## config.mk

```make
export PLATFORM = sky130hd
export DESIGN_NAME = gfx_cfg_regs
export DESIGN_NICKNAME = d
export VERILOG_FILES = /design/src/gfx_cfg_pkg.sv /design/src/gfx_cfg_regs.sv
export SDC_FILE = /design/constraint.sdc
export NUM_CORES = 1
export LEC_CHECK = 0
export ABC_AREA = 1
export BUFFER_PORTS_ARGS = -buffer_cell sky130_fd_sc_hd__buf_2
export CORE_AREA = 4 4 41 43
export DETAILED_ROUTE_END_ITERATION = 12
export DIE_AREA = 0 0 45 47
export PLACE_DENSITY = 0.44
export SYNTH_ARGS = -nofsm -noshare
export SYNTH_HDL_FRONTEND = slang
export SYNTH_SLANG_ARGS = --single-unit
```

## constraint.sdc

```tcl
create_clock -name clk -period 1.55 [get_ports clk]
set_input_delay 0.465 -clock clk [delete_from_list [all_inputs] [get_ports clk]]
set_output_delay 0.465 -clock clk [all_outputs]
set_load 0.02 [all_outputs]
```

## src/gfx_cfg_pkg.sv

```systemverilog
// Video mixer configuration definitions
// CPU register map, bit positions inside the kept registers and the
// horizontal limits of the layer windows and the screen border
`default_nettype none

package gfx_cfg_pkg;

    typedef logic [2:0] cfg_addr_t;
    typedef logic [7:0] cfg_data_t;
    typedef logic [1:0] pal_bank_t;

    // Kept register addresses
    localparam cfg_addr_t REG_MODE = 3'd3;
    localparam cfg_addr_t REG_PRIO = 3'd6;
    localparam cfg_addr_t REG_CTRL = 3'd7;

    // REG_MODE bits
    localparam int BIT_LAYOUT = 4;   // 1 selects the wide layout
    localparam int BIT_NARROW = 6;

    // REG_PRIO bits, palette bank in 5:4
    localparam int BIT_SCRWIN = 3;
    localparam int BIT_PAL_LO = 4;

    // REG_CTRL bits
    localparam int BIT_FLIP = 3;

    // Narrow layout, both tile layers share one window
    localparam logic [8:0] NARROW_START = 9'd16;
    localparam logic [8:0] NARROW_END   = 9'd264;

    // Wide layout windows
    localparam logic [8:0] WIDE_CHR_END    = 9'd40;
    localparam logic [8:0] WIDE_SCR_END    = 9'd296;
    localparam logic [8:0] WIDE_FLIP_SPLIT = 9'd240;

    // Border blanking limits
    localparam logic [8:0] BORDER_NARROW_LO = 9'd24;
    localparam logic [8:0] BORDER_NARROW_HI = 9'd264;
    localparam logic [8:0] BORDER_WIDE_LO   = 9'd16;
    localparam logic [8:0] BORDER_WIDE_HI   = 9'd272;

    localparam logic [8:0] VBLANK_TOP = 9'd16;

endpackage

`default_nettype wire

```

## src/gfx_cfg_regs.sv

```systemverilog
// Configuration register file
// Captures CPU writes to the mode, priority and control registers and
// presents the decoded layout, border, flip, window and palette bits
`timescale 1ns/1ps
`default_nettype none

module gfx_cfg_regs
    import gfx_cfg_pkg::*;
(
    input  wire            clk,
    input  wire            rst,
    input  wire            cfg_we,
    input  wire cfg_addr_t cfg_addr,
    input  wire cfg_data_t cfg_din,
    output logic           layout,
    output logic           narrow_en,
    output logic           flip,
    output logic           scrwin_en,
    output pal_bank_t      pal_bank
);

    // Only the bits with a function are stored
    always_ff @(posedge clk or posedge rst) begin
        if (rst) begin
            layout    <= 1'b0;
            narrow_en <= 1'b0;
            flip      <= 1'b0;
            scrwin_en <= 1'b0;
            pal_bank  <= '0;
        end else if (cfg_we) begin
            case (cfg_addr)
                REG_MODE: begin
                    layout    <= cfg_din[BIT_LAYOUT];
                    narrow_en <= cfg_din[BIT_NARROW];
                end
                REG_PRIO: begin
                    scrwin_en <= cfg_din[BIT_SCRWIN];
                    pal_bank  <= cfg_din[BIT_PAL_LO +: $bits(pal_bank_t)];
                end
                REG_CTRL: begin
                    flip <= cfg_din[BIT_FLIP];
                end
                default: begin
                    // Scroll, strip and IRQ registers are not kept
                end
            endcase
        end
    end

    // An unknown address on a write could corrupt any kept register
    a_cfg_addr_known: assert property (
        @(posedge clk) disable iff (rst)
        cfg_we |-> !$isunknown(cfg_addr)
    );

endmodule

`default_nettype wire

```

## After elaboration in Yosys (flattened, before gate mapping)

Index checks and enable logic that the tools add are counted.

- Output and inout port bits: 6
- Input port bits: 14
- Word-level logic and storage cells: 11
- Flip-flop bits (word level): 6

- Equality and inequality tests: 3
- Reductions and logical operators: 3

Operator list:

| operator | count |
|---|---|
| equality test 3 bit (second input constant) | 2 |
| AND reduction 2 bit | 3 |
| equality test 3 x 2 -> 1 bit (second input constant) | 1 |

## Logic depth before layout (Yosys ltp)

Gate-level depths: netlist of run 1.

- Word-level depth: 2
- Depth in mapped cells: 5
- Gate-level depth less buffers: 5

## Least setup slack after synthesis of run 1

OpenSTA, ideal clock, no wires.

- Kind: input to register
- From: input port cfg_we
- To: register layout
- Setup slack: 0.635 ns
- Setup time: 0.117 ns
- Data required time: 1.433 ns
- Buffers on the path: 0
- Data arrival time: 0.798 ns
- Stages: 5
- Cell sequence: inv_1 nor2_1 nand2_2 nand2_1 nand2_1

- Word-level cells in the longest chain between the ends: 1

RTL lines:

| item | RTL line | RTL |
|---|---|---|
| start: declaration | gfx_cfg_regs.sv:12 | `input wire cfg_we,` |
| AND reduction 2 bit (no line) | n/a |  |
| end signal: assignment | gfx_cfg_regs.sv:33 | `layout <= cfg_din[BIT_LAYOUT];` |
| end: declaration | gfx_cfg_regs.sv:15 | `output logic layout,` |

Every way passes these cells.
A chain may end at the register's enable or synchronous reset.

## Final worst setup path of run 1

- From: register layout
- To: output port layout

No word-level cell between the ends.

==> impl_results.md, run 1 <==
* HP Class: in -> async
* Clock period minus worst slack at 1.26 ns
* Worst R2R Start: flip
* Placed cell areas at 378 um^2
* Pwr Density at 1180 mW/mm^2
* First-pass GRT wire length at 1010 um
* XOR/XNOR Fraction of Synth Area at 0
* P&R area growth vs syn at 41.0%
* GP Congestion at 0.636
* Row count at 13
* Vias in the first global route at 255
* R2R depth at 2
* Design area at 400 um^2
* HPWL Detailed at 505 um
* RR Endpoint: flip
* Seq cells post-synth at 6
* Die Y-Extent at 47 um
* Final hold viol count at 0
* Total CTS buffers at 3
* Post-synth top area share at 0.529
* R2r setup slk at 0.94 ns
* Synth Net Count at 49
* Leakage at 0.240 nW
* Mux contribution to synthesized area at 0
* Final worst slack at 0.292 ns
* Fin nets at 69
* IO Count at 20
* Gr usage total at 0.0732
* Synth area leaders: dfrtp_1, nand2_1, nand3_1, nand2_2, inv_1
* Slew Viols, Final at 0
* Grt ovf at 0
* Complex-gate fraction of the synthesized area at 0.0176
* Metal2 WL at 254 um
* Final setup fails at 0
* DRT Pass-1 Iters at 4
* Die area at 0.00212 mm^2
* Seq/Total Area, Yosys at 0.529
* VDD IR max at 0.330 mV
* M1 WL at 292 um
* Slew HR at 0.847
* Largest net degree at the start of global routing at 7
* CP peak stage delay at 0.38 ns
* H-tree lvl count at 1
* RSZ-0062 raised after global routing: false
* Clk buf depth at 2
* Final cell count without fillers at 68
* Buf/Inv on CP at 1
* Crit path max-delay family: flip-flops
* Gate Count Post-Synth at 35
* Measured slew at the worst slew-check pin at 0.229 ns
* CTS tree: built
* Clk slew on worst S/H paths at 0.05 ns
* Layout cells sized above 1 at 0.453
* Clk sinks at 6
* Routed WL at 620 um
* Metal3 WL at 73 um
* Main combinational cell family by area after synthesis: simple AND/OR/NAND/NOR gates
* Initial antenna violation count at 0
* Post-synthesis simple-gate area fraction at 0.383
* Area of the mapped netlist at 284 um^2
* Critical path fanouts, max at 2
* CTS Root Cell: clkbuf_4
* DR iter-0 viols at 2
* Biggest area consumer among synthesized cells: dfrtp_1
* Placed Cells at 65
* Crit Path Class: reg -> out
* Die W at 45 um
* CTS resizes at 0
* CP endpoint kind: output pin
* Post-CTS Setup Inserts at 0
* Outcome: finished, final reports clean
* Fin Clk Skew at 0 ns
* WL/cell at 9.12 um
* Vias/cell at 3.81
* Adder-cell share of the synthesized area at 0
* # hold bufs at CTS at 0
* Cell variety after synth at 10
* PortBufs at 15
* FILL cells at 160
* Setup Total Neg Slack at 0 ns
* Core Box Area at 0.00130 mm^2
* Number of inserted diodes at 0
* Pre-CTS setup slack at 0.499 ns
* DRC Markers at 0
* Max-Cap Viols at 0
* Top layer in use: met3
* Initial Util at 0.218
* Worst skew pair latency at 0.24 ns
* Vias post-DR at 259
* DRT antenna net count at 0
* Crit share post-route at 0.811
* Synth warn at 0
* Critical Path AT at 0.79 ns
* Crit-path cells: buf_2
* Hold slack at 0.121 ns
* Fmax achieved at 0.795 GHz
* Type of origin of the critical path: flip-flop
* Avg Inst Size Synth at 8.11 um^2
* CP required at 1.08 ns
* CP max-delay cell: dfrtp_1
-- how the worst max path moves through the flow --
stage                endpoint  depth (start not counted)  slack [ns]        start
detailed placement  narrow_en                          5        0.50  cfg_addr[2]
global route           layout                          1        0.26       layout
CTS                 scrwin_en                          1        0.29    scrwin_en
finish                 layout                          1        0.29       layout
global placement    narrow_en                          5        0.48  cfg_addr[2]
floorplan              layout                          5        0.63       cfg_we
-- sequential cells by signal (all words and copies together), names as in the netlist --
signal / cells
scrwin_en: 1
flip: 1
narrow_en: 1
layout: 1
pal_bank: 2
-- cells in the mapped netlist --
cell type	n
o21ai_1	1
inv_2	1
nand2_2	3
nand3_1	6
nand2_1	12
nor2_1	1
nor2_4	1
inv_1	3
clkinv_2	1
dfrtp_1	6
-- cells by family (layout without fill, tap and decap cells) --
logic type,count (synthesis),after routing
AO/OA/AOI/OAI,1,1
buffers and inverters,5,23
flip-flops,6,6
AND/OR/NAND/NOR,23,23
-- power breakdown --
group          switching (mW)  internal [mW]  total, mW  leakage [nW]
registers              0.0151          0.186      0.202        0.0755
clock network          0.0602         0.0879      0.148        0.0138
logic                  0.0801         0.0438      0.124         0.150
-- layout by cell type, fill, tap and decap left out, drive strengths merged --
cell type	count
dfrtp	6
nor2	2
clkinv	1
clkbuf	3
buf	15
nand3	6
nand2	15
o21ai	1
inv	4
-- worst register-to-register path, delay by kind of cell, from the launching register on --
kind / cells / cell delay [ns]
flops: 1 / 0.38
compound gates: 1 / 0.07
simple gates: 1 / 0.06
-- layer usage --
metal / GRT usage / vias to the layer above
met4: 0.0702 / 0
met5: 0 / -
met2: 0.0960 / 12
li1: - / 143
met1: 0.0789 / 104
met3: 0.0460 / 0
-- layout make-up --
type,instances,area [um^2],share of cell area
Timing Repair Buffer,15,75.1,0.188
Inverter,5,20.0,0.0500
Clock buffer,3,22.5,0.0562
Multi-Input combinational cell,24,114,0.284
Tap cell,15,18.8,0.0469
Sequential cell,6,150,0.375
-- metrics by stage --
stage	power (mW)	util
2_1_floorplan	0.277	-
3_3_place_gp	0.329	0.290
3_5_place_dp	0.331	0.290
4_1_cts	0.482	0.308
5_1_grt	0.507	0.308
6_report	0.473	0.308
No activity file was read; power rests on OpenSTA's default activity.
==> inputs of run 2 (changes only) <==
PLACE_DENSITY = 0.46   (was 0.44)
clock period = 1.05 ns   (was 1.55 ns; I/O delays follow)
==> impl_results.md, run 2 (same netlist as run 1, synthesis figures left out) <==
* Outcome: finished with violations
* Failing checks: setup timing
* HPWL Detailed at 524 um (+3.7%)
* Fin Clk Skew at 0 ns (unchanged)
* Total CTS buffers at 3 (unchanged)
* Initial Util at 0.218 (unchanged)
* Crit Path Class: reg -> out
* Clk slew on worst S/H paths at 0.05 ns (about the same)
* Hold Path Depth at 3
* Crit-path cells: buf_6
* Hold_sp: cfg_din[5]
* Clk sinks at 6 (unchanged)
* Commonest non-fill, non-tap cell in the layout: nand2_1
* Worst R2R Start: pal_bank[1]
* CTS tree: built
* CP peak stage delay at 0.38 ns (about the same)
* Largest net degree at the start of global routing at 7 (unchanged)
* M1 WL at 324 um (+11%)
* Die W at 45 um (unchanged)
* Fin nets at 74 (+7.2%)
* Clk buf depth at 2 (unchanged)
* Worst skew pair latency at 0.24 ns (about the same)
* Metal2 WL at 263 um (+3.5%)
* Routed WL at 644 um (+3.9%)
* Slew HR at 0.842 (-0.00516)
* Metal3 WL at 56 um (-23%)
* Critical Path AT at 0.76 ns (-0.03 ns)
* Gr usage total at 0.0786 (+0.00544)
* DRC Markers at 0 (unchanged)
* Final setup fails at 6 (+6)
* CP max-delay cell: dfrtp_1
* Max-Cap Viols at 0 (unchanged)
* WL/cell at 8.82 um (-3.2%)
* Initial antenna violation count at 0 (unchanged)
* Row count at 13 (unchanged)
* CP required at 0.73 ns (-0.35 ns)
* First-pass GRT wire length at 1090 um (+8.2%)
* Largest register FFs at 2 (unchanged)
* Final hold viol count at 0 (unchanged)
* Final worst slack at -0.0284 ns (-0.321 ns)
* PortBufs at 15 (unchanged)
* Leakage at 0.273 nW (+14%)
* GP Congestion at 0.615 (-3.3%)
* Clock period minus worst slack at 1.08 ns
* Placed cell areas at 378 um^2 (unchanged)
* Pre-CTS setup slack at 0.147 ns (-0.352 ns)
* Slew Viols, Final at 0 (unchanged)
* DRT Pass-1 Iters at 4 (unchanged)
* Die Y-Extent at 47 um (unchanged)
* Vias/cell at 4.01 (+5.4%)
* RSZ-0062 raised after global routing: true
* R2r setup slk at 0.33 ns (-0.61 ns)
* Worst hold endpoint: pal_bank[1]
* H-tree lvl count at 1 (unchanged)
* Crit share post-route at 1.03
* Pwr Density at 1670 mW/mm^2 (+41%)
* Type of origin of the critical path: flip-flop
* HP Class: in -> reg
* R2R depth at 3 (+1)
* Measured slew at the worst slew-check pin at 0.236 ns (+0.00773 ns)
* IO Count at 20 (unchanged)
* DR iter-0 viols at 4 (+2)
* Buf/Inv on CP at 1 (unchanged)
* RR Endpoint: pal_bank[1]
* CTS Root Cell: clkbuf_4
* Top layer in use: met3
* Layout cells sized above 1 at 0.483 (+0.0299)
* Core Box Area at 0.00130 mm^2 (unchanged)
* CP endpoint kind: output pin
* Design area at 478 um^2 (+19%)
* Vias in the first global route at 301 (+18%)
* VDD IR max at 0.593 mV (+80%)
* Crit path max-delay family: flip-flops
* Fmax achieved at 0.927 GHz
* Grt ovf at 0 (unchanged)
* Critical path fanouts, max at 2 (unchanged)
* Biggest register: pal_bank
* DRT antenna net count at 0 (unchanged)
* Vias post-DR at 293 (+13%)
* Levels on crit path at 1 (unchanged)
* Die area at 0.00212 mm^2 (unchanged)
* P&R area growth vs syn at 68.3%
* Number of inserted diodes at 0 (unchanged)
* Commonest cells after routing, fill and taps aside: nand2_1, buf_2, nand3_1, dfrtp_1, buf_6
-- run 2: cell types whose count changed in the layout (fill, tap and decap cells not counted), sizes merged --
cell,delta
buf,+4
dlygate4sd3,+1
-- run 2: worst max path at each step --
stage	start	to	slack, ns
after floorplan	cfg_we	layout	0.28
after global placement	cfg_addr[2]	narrow_en	0.14
after detailed placement	cfg_addr[2]	narrow_en	0.15
after CTS	flip	flip	-0.04
after global routing	flip	flip	-0.06
final	flip	flip	-0.03
-- run 2: layer usage --
layer | track usage | vias up
met5 | 0 | -
met4 | 0.0702 | 0
met3 | 0.0345 | 0
met2 | 0.107 | 13
met1 | 0.0924 | 126
li1 | - | 154
-- run 2: repair_timing --
item / 4_1_cts / 5_1_grt
hold buffers: 1 / 0
gates cloned: 0 / 0
buffers inserted: 4 / 0
endpoints found under the setup margin: 6 / 6
pin swaps: 0 / 0
endpoints found under the hold margin: 6 / 0
gates resized for setup: 12 / 0
-- run 2: power by group --
group          switching, mW  internal [mW]  leakage [nW]
combinational          0.128          0.151         0.184
clock                 0.0848          0.129        0.0138
sequential            0.0280          0.276        0.0755
-- run 2: stage by stage --
step / TNS (ns) / utilization / power (mW) / hold WS [ns] / instances
after CTS: -0.196 / 0.367 / 0.815 / 0.311 / 73
final: -0.123 / 0.367 / 0.796 / 0.312 / 73
after global placement: 0 / 0.290 / 0.484 / 0.245 / 65
after detailed placement: 0 / 0.290 / 0.486 / 0.247 / 65
after floorplan: 0 / - / 0.409 / 0.106 / 35
after global routing: -0.350 / 0.367 / 0.859 / 0.311 / 73
-- run 2: final cells by class --
class,instances,area (um^2)
fill,154,823
timing repair buffer,20,153
sequential,6,150
multi-input combinational,24,114
clock buffer,3,22.5
inverter,5,20.0
tap,15,18.8
