==> src/gfx_cfg_pkg.sv <==
// Video mixer configuration definitions
// CPU register map, bit positions inside the kept registers and the
// horizontal limits of the layer windows and the screen border
`default_nettype none

package gfx_cfg_pkg;

    typedef logic [2:0] cfg_addr_t;
    typedef logic [7:0] cfg_data_t;
    typedef logic [1:0] pal_bank_t;

    // Kept register addresses
    localparam cfg_addr_t REG_MODE = 3'd3;
    localparam cfg_addr_t REG_PRIO = 3'd6;
    localparam cfg_addr_t REG_CTRL = 3'd7;

    // REG_MODE bits
    localparam int BIT_LAYOUT = 4;   // 1 selects the wide layout
    localparam int BIT_NARROW = 6;

    // REG_PRIO bits, palette bank in 5:4
    localparam int BIT_SCRWIN = 3;
    localparam int BIT_PAL_LO = 4;

    // REG_CTRL bits
    localparam int BIT_FLIP = 3;

    // Narrow layout, both tile layers share one window
    localparam logic [8:0] NARROW_START = 9'd16;
    localparam logic [8:0] NARROW_END   = 9'd264;

    // Wide layout windows
    localparam logic [8:0] WIDE_CHR_END    = 9'd40;
    localparam logic [8:0] WIDE_SCR_END    = 9'd296;
    localparam logic [8:0] WIDE_FLIP_SPLIT = 9'd240;

    // Border blanking limits
    localparam logic [8:0] BORDER_NARROW_LO = 9'd24;
    localparam logic [8:0] BORDER_NARROW_HI = 9'd264;
    localparam logic [8:0] BORDER_WIDE_LO   = 9'd16;
    localparam logic [8:0] BORDER_WIDE_HI   = 9'd272;

    localparam logic [8:0] VBLANK_TOP = 9'd16;

endpackage

`default_nettype wire

==> src/gfx_pix_pkg.sv <==
// Pixel definitions for the line buffers
// Payload types, layer codes and line geometry
`default_nettype none

package gfx_pix_pkg;

    typedef logic [8:0] pos_t;

    // Bit 8 marks the scroll window, low nibble zero is transparent
    typedef logic [8:0] tile_pxl_t;
    typedef logic [7:0] obj_pxl_t;

    typedef logic [1:0] layer_t;
    localparam layer_t LYR_CHR = 2'd0;
    localparam layer_t LYR_SCR = 2'd1;
    localparam layer_t LYR_OBJ = 2'd2;

    // Widest of the layer payloads
    typedef logic [8:0] wr_data_t;

    typedef logic [6:0] pal_idx_t;

    localparam int LINE_DEPTH = 512;

endpackage

`default_nettype wire

==> src/pixel_mixer.sv <==
// Pixel mixer
// Reads the three line buffers at the beam position, applies the layer
// windows, border and top blanking, and resolves tile against object
// priority into a 7-bit palette index two cycles after pxl_cen
`timescale 1ns/1ps
`default_nettype none

module pixel_mixer
    import gfx_cfg_pkg::*, gfx_pix_pkg::*;
(
    input  wire            clk,
    input  wire            rst,
    input  wire            pxl_cen,
    input  wire pos_t      hdump,
    input  wire pos_t      vdump,
    input  wire            line,
    input  wire            layout,
    input  wire            narrow_en,
    input  wire            flip,
    input  wire            scrwin_en,
    input  wire pal_bank_t pal_bank,
    input  wire tile_pxl_t chr_pxl,
    input  wire tile_pxl_t scr_pxl,
    input  wire obj_pxl_t  obj_pxl,
    output logic [9:0]     rd_addr,
    output pal_idx_t       pxl_out,
    output logic           pxl_valid
);

    pos_t       chr_start, chr_end, scr_start, scr_end;
    pos_t       hdump_q, vdump_q;
    logic       cen_q;
    logic       chr_area, scr_area, draw_scr;
    logic       chr_blank, obj_blank, tile_blank;
    logic       border_wide, border_narrow, blank_area;
    logic       tile_front;
    logic [3:0] tile_col;

    // Read bank is the one not being written
    assign rd_addr = {~line, hdump};

    always_comb begin
        if (!layout) begin
            chr_start = NARROW_START;
            chr_end   = NARROW_END;
            scr_start = NARROW_START;
            scr_end   = NARROW_END;
        end else if (flip) begin
            chr_start = WIDE_FLIP_SPLIT;
            chr_end   = WIDE_SCR_END;
            scr_start = '0;
            scr_end   = WIDE_FLIP_SPLIT;
        end else begin
            chr_start = '0;
            chr_end   = WIDE_CHR_END;
            scr_start = WIDE_CHR_END;
            scr_end   = WIDE_SCR_END;
        end
    end

    // Beam position delayed to match the buffer read latency
    always_ff @(posedge clk or posedge rst) begin
        if (rst) begin
            cen_q <= 1'b0;
        end else begin
            cen_q <= pxl_cen;
        end
    end

    always_ff @(posedge clk) begin
        hdump_q <= hdump;
        vdump_q <= vdump;
    end

    assign chr_area  = (hdump_q >= chr_start) && (hdump_q < chr_end);
    assign scr_area  = (hdump_q >= scr_start) && (hdump_q < scr_end);
    assign chr_blank = (chr_pxl[3:0] == 4'h0);
    assign obj_blank = (obj_pxl[3:0] == 4'h0);

    // Outside the shared area the window decides, inside it transparency does
    assign draw_scr   = (chr_area != scr_area) ? scr_area : chr_blank;
    assign tile_col   = draw_scr ? scr_pxl[3:0] : chr_pxl[3:0];
    assign tile_blank = (tile_col == 4'h0);

    assign border_wide   = (hdump_q < BORDER_WIDE_LO) || (hdump_q >= BORDER_WIDE_HI);
    assign border_narrow = narrow_en &&
                           ((hdump_q < BORDER_NARROW_LO) || (hdump_q >= BORDER_NARROW_HI));
    assign blank_area    = (vdump_q < VBLANK_TOP) ||
                           (!layout && (border_wide || border_narrow));

    // Scroll window flag lives in bit 8 of the scroll entry
    assign tile_front = obj_blank || (layout && chr_area) ||
                        (scrwin_en && scr_pxl[8] && !tile_blank);

    always_ff @(posedge clk or posedge rst) begin
        if (rst) begin
            pxl_out   <= '0;
            pxl_valid <= 1'b0;
        end else begin
            pxl_valid <= cen_q;
            if (cen_q) begin
                if (blank_area) begin
                    pxl_out <= '0;
                end else begin
                    pxl_out <= {pal_bank, tile_front, tile_front ? tile_col : obj_pxl[3:0]};
                end
            end
        end
    end

    a_top_rows_blank: assert property (
        @(posedge clk) disable iff (rst)
        (pxl_valid && ($past(vdump, 2) < VBLANK_TOP)) |-> (pxl_out == '0)
    );

endmodule

`default_nettype wire

==> config.mk <==
export PLATFORM = sky130hd
export DESIGN_NAME = pixel_mixer
export DESIGN_NICKNAME = d
export VERILOG_FILES = /design/src/gfx_cfg_pkg.sv /design/src/gfx_pix_pkg.sv /design/src/pixel_mixer.sv
export SDC_FILE = /design/constraint.sdc
export NUM_CORES = 1
export LEC_CHECK = 0
export ABC_AREA = 1
export BUFFER_PORTS_ARGS = -buffer_cell sky130_fd_sc_hd__buf_2
export CAP_MARGIN = 25
export CELL_PAD_IN_SITES_DETAIL_PLACEMENT = 1
export CELL_PAD_IN_SITES_GLOBAL_PLACEMENT = 2
export CORE_UTILIZATION = 23
export DETAILED_ROUTE_END_ITERATION = 8
export GPL_TIMING_DRIVEN = 0
export PLACE_DENSITY = 0.8
export SLEW_MARGIN = 10
export SYNTH_ARGS = -nofsm -noshare
export SYNTH_HDL_FRONTEND = slang
export SYNTH_SLANG_ARGS = --single-unit
export TNS_END_PERCENT = 5
==> constraint.sdc <==
create_clock -name clk -period 2.8 [get_ports clk]
set_input_delay 0.28 -clock clk [delete_from_list [all_inputs] [get_ports clk]]
set_output_delay 0.28 -clock clk [all_outputs]
set_load 0.02 [all_outputs]
======== Yosys cells after proc, flatten, opt, wreduce, memory -nomap -nowiden ========
Index checks and enable logic that the tools add are counted.
storage, ports and cells
  output and inout bits ................... 18
  flip-flop bits (word level) ............. 27
  logic and storage cells ................. 46
operators by class
  equality and inequality tests ........... 1
  mux-type cells .......................... 12
  bitwise operators ....................... 1
  reduce and logical (&&, ||, !) cells .... 18
  order comparisons ....................... 9
operator list
  operator            number
  $mux 9              4
  $lt 9x5->1 const B  3
  $ge 9x9->1          2
  $ge 9x9->1 const B  2
  $lt 9x9->1          2
  $mux 8              2
  $logic_not 4->1     3
  $mux 6              2
  $mux 4              2
  $logic_and 1x1->1   7
  $mux 7              1
  $logic_or 1x1->1    6
  $logic_not 1->1     2
  $mux 1              1
  $ne 1x1->1          1
  $not 1->1           1

======== Depth between registers and ports, before layout ========
  depth after elaboration ................. 13
  mapped depth ............................ 22

======== Worst setup path after synthesis ========
No wires, ideal clock.
  path kind ............................... input -> register
  from .................................... input port layout
  to ...................................... register pxl_out[0]
  slack ................................... 0.763 ns
  stages on the path ...................... 20
  arrival time ............................ 1.920 ns
  library setup time ...................... 0.117 ns
  cells stage by stage .................... inv_1 > nor2_1 > ha_1 > inv_1 > nor2_2 > nand3_1 > nor2_1 > nor2_4 > nand2_1 > nand2_1 > nand2_2 > nand2_2 > nand2_1 > nand2_2 > nor2_2 > nand2_2 > nand2_4 > nand3_1 > nand3_1 > nand2_1
on the way
  word-level cells in the longest chain between the ends .. 12
  elaborated cells on any way between the ends .. 24
ends and longest elaborated chain
  element                                      line                                  RTL
  start: declaration                           pixel_mixer.sv:17                     input wire layout,
  $mux 8 (tied with other cells)               pixel_mixer.sv:43                     if (!layout) begin
  $ge 9x9->1 (tied with other cells)           pixel_mixer.sv:75                     assign chr_area = (hdump_q >= chr_start) && (hdump_q < chr_end);
  $logic_and 1x1->1, on equally long branches  pixel_mixer.sv:75, pixel_mixer.sv:76
  $ne 1x1->1                                   pixel_mixer.sv:81                     assign draw_scr = (chr_area != scr_area) ? scr_area : chr_blank;
  $mux 1                                       pixel_mixer.sv:81
  $mux 4                                       pixel_mixer.sv:82                     assign tile_col = draw_scr ? scr_pxl[3:0] : chr_pxl[3:0];
  $logic_not 4->1                              pixel_mixer.sv:83                     assign tile_blank = (tile_col == 4'h0);
  $logic_not 1->1                              pixel_mixer.sv:93                     (scrwin_en && scr_pxl[8] && !tile_blank);
  $logic_and 1x1->1                            pixel_mixer.sv:93
  $logic_or 1x1->1                             pixel_mixer.sv:92                     assign tile_front = obj_blank || (layout && chr_area) ||
  $mux 4                                       pixel_mixer.sv:105                    pxl_out <= {pal_bank, tile_front, tile_front ? tile_col : obj_pxl[3:0]};
  $mux 7 (*)                                   pixel_mixer.sv:102                    if (blank_area) begin
  end signal: assignment                       pixel_mixer.sv:105
  end: declaration                             pixel_mixer.sv:26                     output pal_idx_t pxl_out,
Mark *: on every way between the ends. The rest lies on a longest branch, timed or not.
A chain may end at the register's enable or synchronous reset.

======== Worst setup path after layout ========
  from .................................... register hdump_q[8]
  to ...................................... register pxl_out[2]
on the way
  word-level cells in the longest chain between the ends .. 11
  elaborated cells on any way between the ends .. 27
ends and longest elaborated chain
  element                                      line                                  RTL
  start: declaration                           pixel_mixer.sv:31                     pos_t hdump_q, vdump_q;
  start signal: assignment                     pixel_mixer.sv:71                     hdump_q <= hdump;
  $ge 9x9->1 (tied with other cells)           pixel_mixer.sv:75
  $logic_and 1x1->1, on equally long branches  pixel_mixer.sv:75, pixel_mixer.sv:76
  $ne 1x1->1                                   pixel_mixer.sv:81
  $mux 1                                       pixel_mixer.sv:81
  $mux 4                                       pixel_mixer.sv:82
  $logic_not 4->1                              pixel_mixer.sv:83
  $logic_not 1->1                              pixel_mixer.sv:93
  $logic_and 1x1->1                            pixel_mixer.sv:93
  $logic_or 1x1->1                             pixel_mixer.sv:92
  $mux 4                                       pixel_mixer.sv:105
  $mux 7 (*)                                   pixel_mixer.sv:102
Marks and branches as above.

==> qor.txt <==
outcome: finished, final reports clean
Post-DP HPWL: 2850 um
TritonRoute pass-1 iters: 3
Worst-path clk slew: 80 ps
reg2reg path depth: 17
sum of negative setup slack: 0 ps
min-delay src: vdump[8]
Longest Clk Path Bufs: 2
RSZ-0062 raised after global routing: no
synth warn: 0
met3 WL: 148 um
Antenna Cells: 0
max-cap violations: 0
Final WS setup: 462 ps
worst r2r dst: pxl_out[2]$_DFFE_PP0P_
Mapped Nets: 245
area post-placement: 1700 um^2
DP Cell Count: 306
CP endpoint kind: flop
wl on met1: 1510 um
Core Region: 5570 um^2
H-tree depth: 1
largest net degree at the start of global routing: 14
fillcell total: 709
Hold Crit Depth: 1
Worst setup SP type: flop
GRT Overall Usage: 0.116
synth-to-layout area growth: 31.0%
Root Buffer: clkbuf_8
Required @ worst endpoint: 2950 ps
Hold Path Sink: vdump_q[8]$_DFF_P_
Antenna Nets Post-Route: 0
final slew viol count: 0
Num CTS Buffers: 3
relative slew slack: 0.743
Post-Syn Area: 1340 um^2
Max IR drop VDD: 0.289 mV
syn avg cell area: 7.46 um^2
Hold Worst Slack: 114 ps
highest metal used: met4
initial antenna violation count: 0
clk sinks: 23
Setup Viol. Count Final: 0
fin crit period: 2340 ps
die height: 78.4 um
post-cts hold buffer count: 1
post-CTS setup buffers: 0
synthesized flop and latch total: 23
Port Buffers: 54
Die W: 78.4 um
fmax: 0.428 GHz
PostCTS Resize Cnt: 0
Post-Place Worst Slack: 230 ps
GRT overflow: 0
worst hold path type: in2reg
CTS tree: yes
pwr dens: 465 nW/um^2
First DRT Iteration DRCs: 14
CP Class: reg2reg
Post-Layout Cell Count: 311
vias in the first global route: 1348
reg2reg start: hdump_q[8]$_DFF_P_
Slew @ Worst Pin: 379 ps
crit path DAT: 2490 ps
DRC violations left: 0
skew final: 2.44 ps
first-pass GRT wire length: 5720 um
Ports: 72
Vias: 1314
leakage: 0.998 nW
Synth Instances: 180
Final Wtd Congestion: 0.758
setup slack, reg-to-reg: 460 ps
post-synthesis sequential area ratio: 0.377
Netlist cell types: 23
vias per cell: 4.23
Total Wirelength: 3270 um
wire length on met2: 1580 um
die area: 6150 um^2
final hold vios: 0
share of cells above drive strength 1: 0.356
CP Max Fanout: 9
fin nets: 305
Initial Util: 0.241
WL/cell: 10.5 um
Cell Rows: 27
Clk Latency, worst-skew pair: 260 ps
Design Area, Final: 1760 um^2
Tcrit/Tclk final: 0.835
## Yosys cell counts (all sizes together)
master / n / area [um^2]
nand2: 50 / 218
inv: 30 / 113
nor2: 20 / 92.6
nand3: 18 / 90.1
dfxtp: 14 / 280
ha: 11 / 138
buf: 9 / 67.6
dfrtp: 9 / 225
a21oi: 5 / 25.0
o21ai: 3 / 15.0
a22o: 2 / 17.5
nand4: 2 / 12.5
nor3: 2 / 10.0
o311ai: 2 / 17.5
o21bai: 1 / 7.51
o31ai: 1 / 7.51
or3: 1 / 6.26
## per-layer routing
| layer | vias to the layer above | global-route usage |
|---|---|---|
| li1 | 677 | - |
| met2 | 37 | 0.203 |
| met1 | 596 | 0.143 |
| met3 | 4 | 0.0174 |
| met5 | - | 0 |
| met4 | 0 | 0.0463 |
## sequential cells by signal, summed over array words and instances, names as in the netlist
name	count
vdump_q	5
pxl_out	7
cen_q	1
hdump_q	9
pxl_valid	1
## worst max path at each step
stage | slack (ps) | from | to
floorplan | 760 | layout | pxl_out[0]$_DFFE_PP0P_
global placement | 280 | layout | pxl_out[2]$_DFFE_PP0P_
detailed placement | 230 | layout | pxl_out[2]$_DFFE_PP0P_
CTS | 440 | hdump_q[8]$_DFF_P_ | pxl_out[2]$_DFFE_PP0P_
global route | 200 | hdump_q[7]$_DFF_P_ | pxl_out[2]$_DFFE_PP0P_
finish | 460 | hdump_q[8]$_DFF_P_ | pxl_out[2]$_DFFE_PP0P_
## layout by cell type (no fill, tap or decap)
cell type / n
nand2_2: 6
nor2_2: 4
nor2_4: 1
dfrtp_1: 9
o21ai_0: 2
nand2_4: 2
nor2_1: 15
or3_1: 1
dfxtp_1: 14
inv_2: 5
clkbuf_8: 3
buf_4: 9
a22o_1: 2
ha_1: 11
nand3_1: 18
o311ai_1: 2
o31ai_1: 1
o21bai_1: 1
o21ai_1: 1
clkinv_2: 1
buf_2: 54
nand4_1: 2
nand2_1: 42
nor3_1: 2
inv_1: 25
dlygate4sd3_1: 1
a21oi_1: 5
## logic make-up after synthesis
kind of cell / Yosys count / synth area share
AO/OA/AOI/OAI: 14 / 0.0671
AND/OR/NAND/NOR: 93 / 0.320
flip-flops: 23 / 0.377
buffers and inverters: 39 / 0.134
adder cells (fa/ha/maj): 11 / 0.103
## layout make-up
class | count | area [um^2] | area share
multi-input combinational | 118 | 657 | 0.373
sequential | 23 | 505 | 0.287
timing repair buffer | 55 | 280 | 0.159
inverter | 30 | 113 | 0.0640
tap | 72 | 90.1 | 0.0512
buffer | 9 | 67.6 | 0.0384
clock buffer | 3 | 41.3 | 0.0235
clock inverter | 1 | 5.00 | 0.00284
## through the flow
step / total power [mW] / utilization
after floorplan: 0.544 / -
after global placement: 0.625 / 0.305
after detailed placement: 0.630 / 0.305
after CTS: 0.836 / 0.316
after global routing: 0.885 / 0.316
final: 0.817 / 0.316
## power breakdown
part	total (mW)	internal [mW]	switching [mW]
clock network	0.198	0.0991	0.0989
registers	0.374	0.356	0.0179
logic	0.246	0.0982	0.148
## critical path, stage by stage (launching register included)
cell and delay, ps:
dfxtp_1 550, ha_1 310, inv_1 80, nor2_2 40
o21ai_1 80, nand2_1 100, nor2_4 120, nand3_1 180
nand2_2 150, nand2_1 60, nand2_1 100, nor2_2 50
nand2_2 70, nand2_4 70, nand2_4 80, nand2_1 60
nand3_1 80, nand2_1 60
No activity file was read; power rests on OpenSTA's default activity.
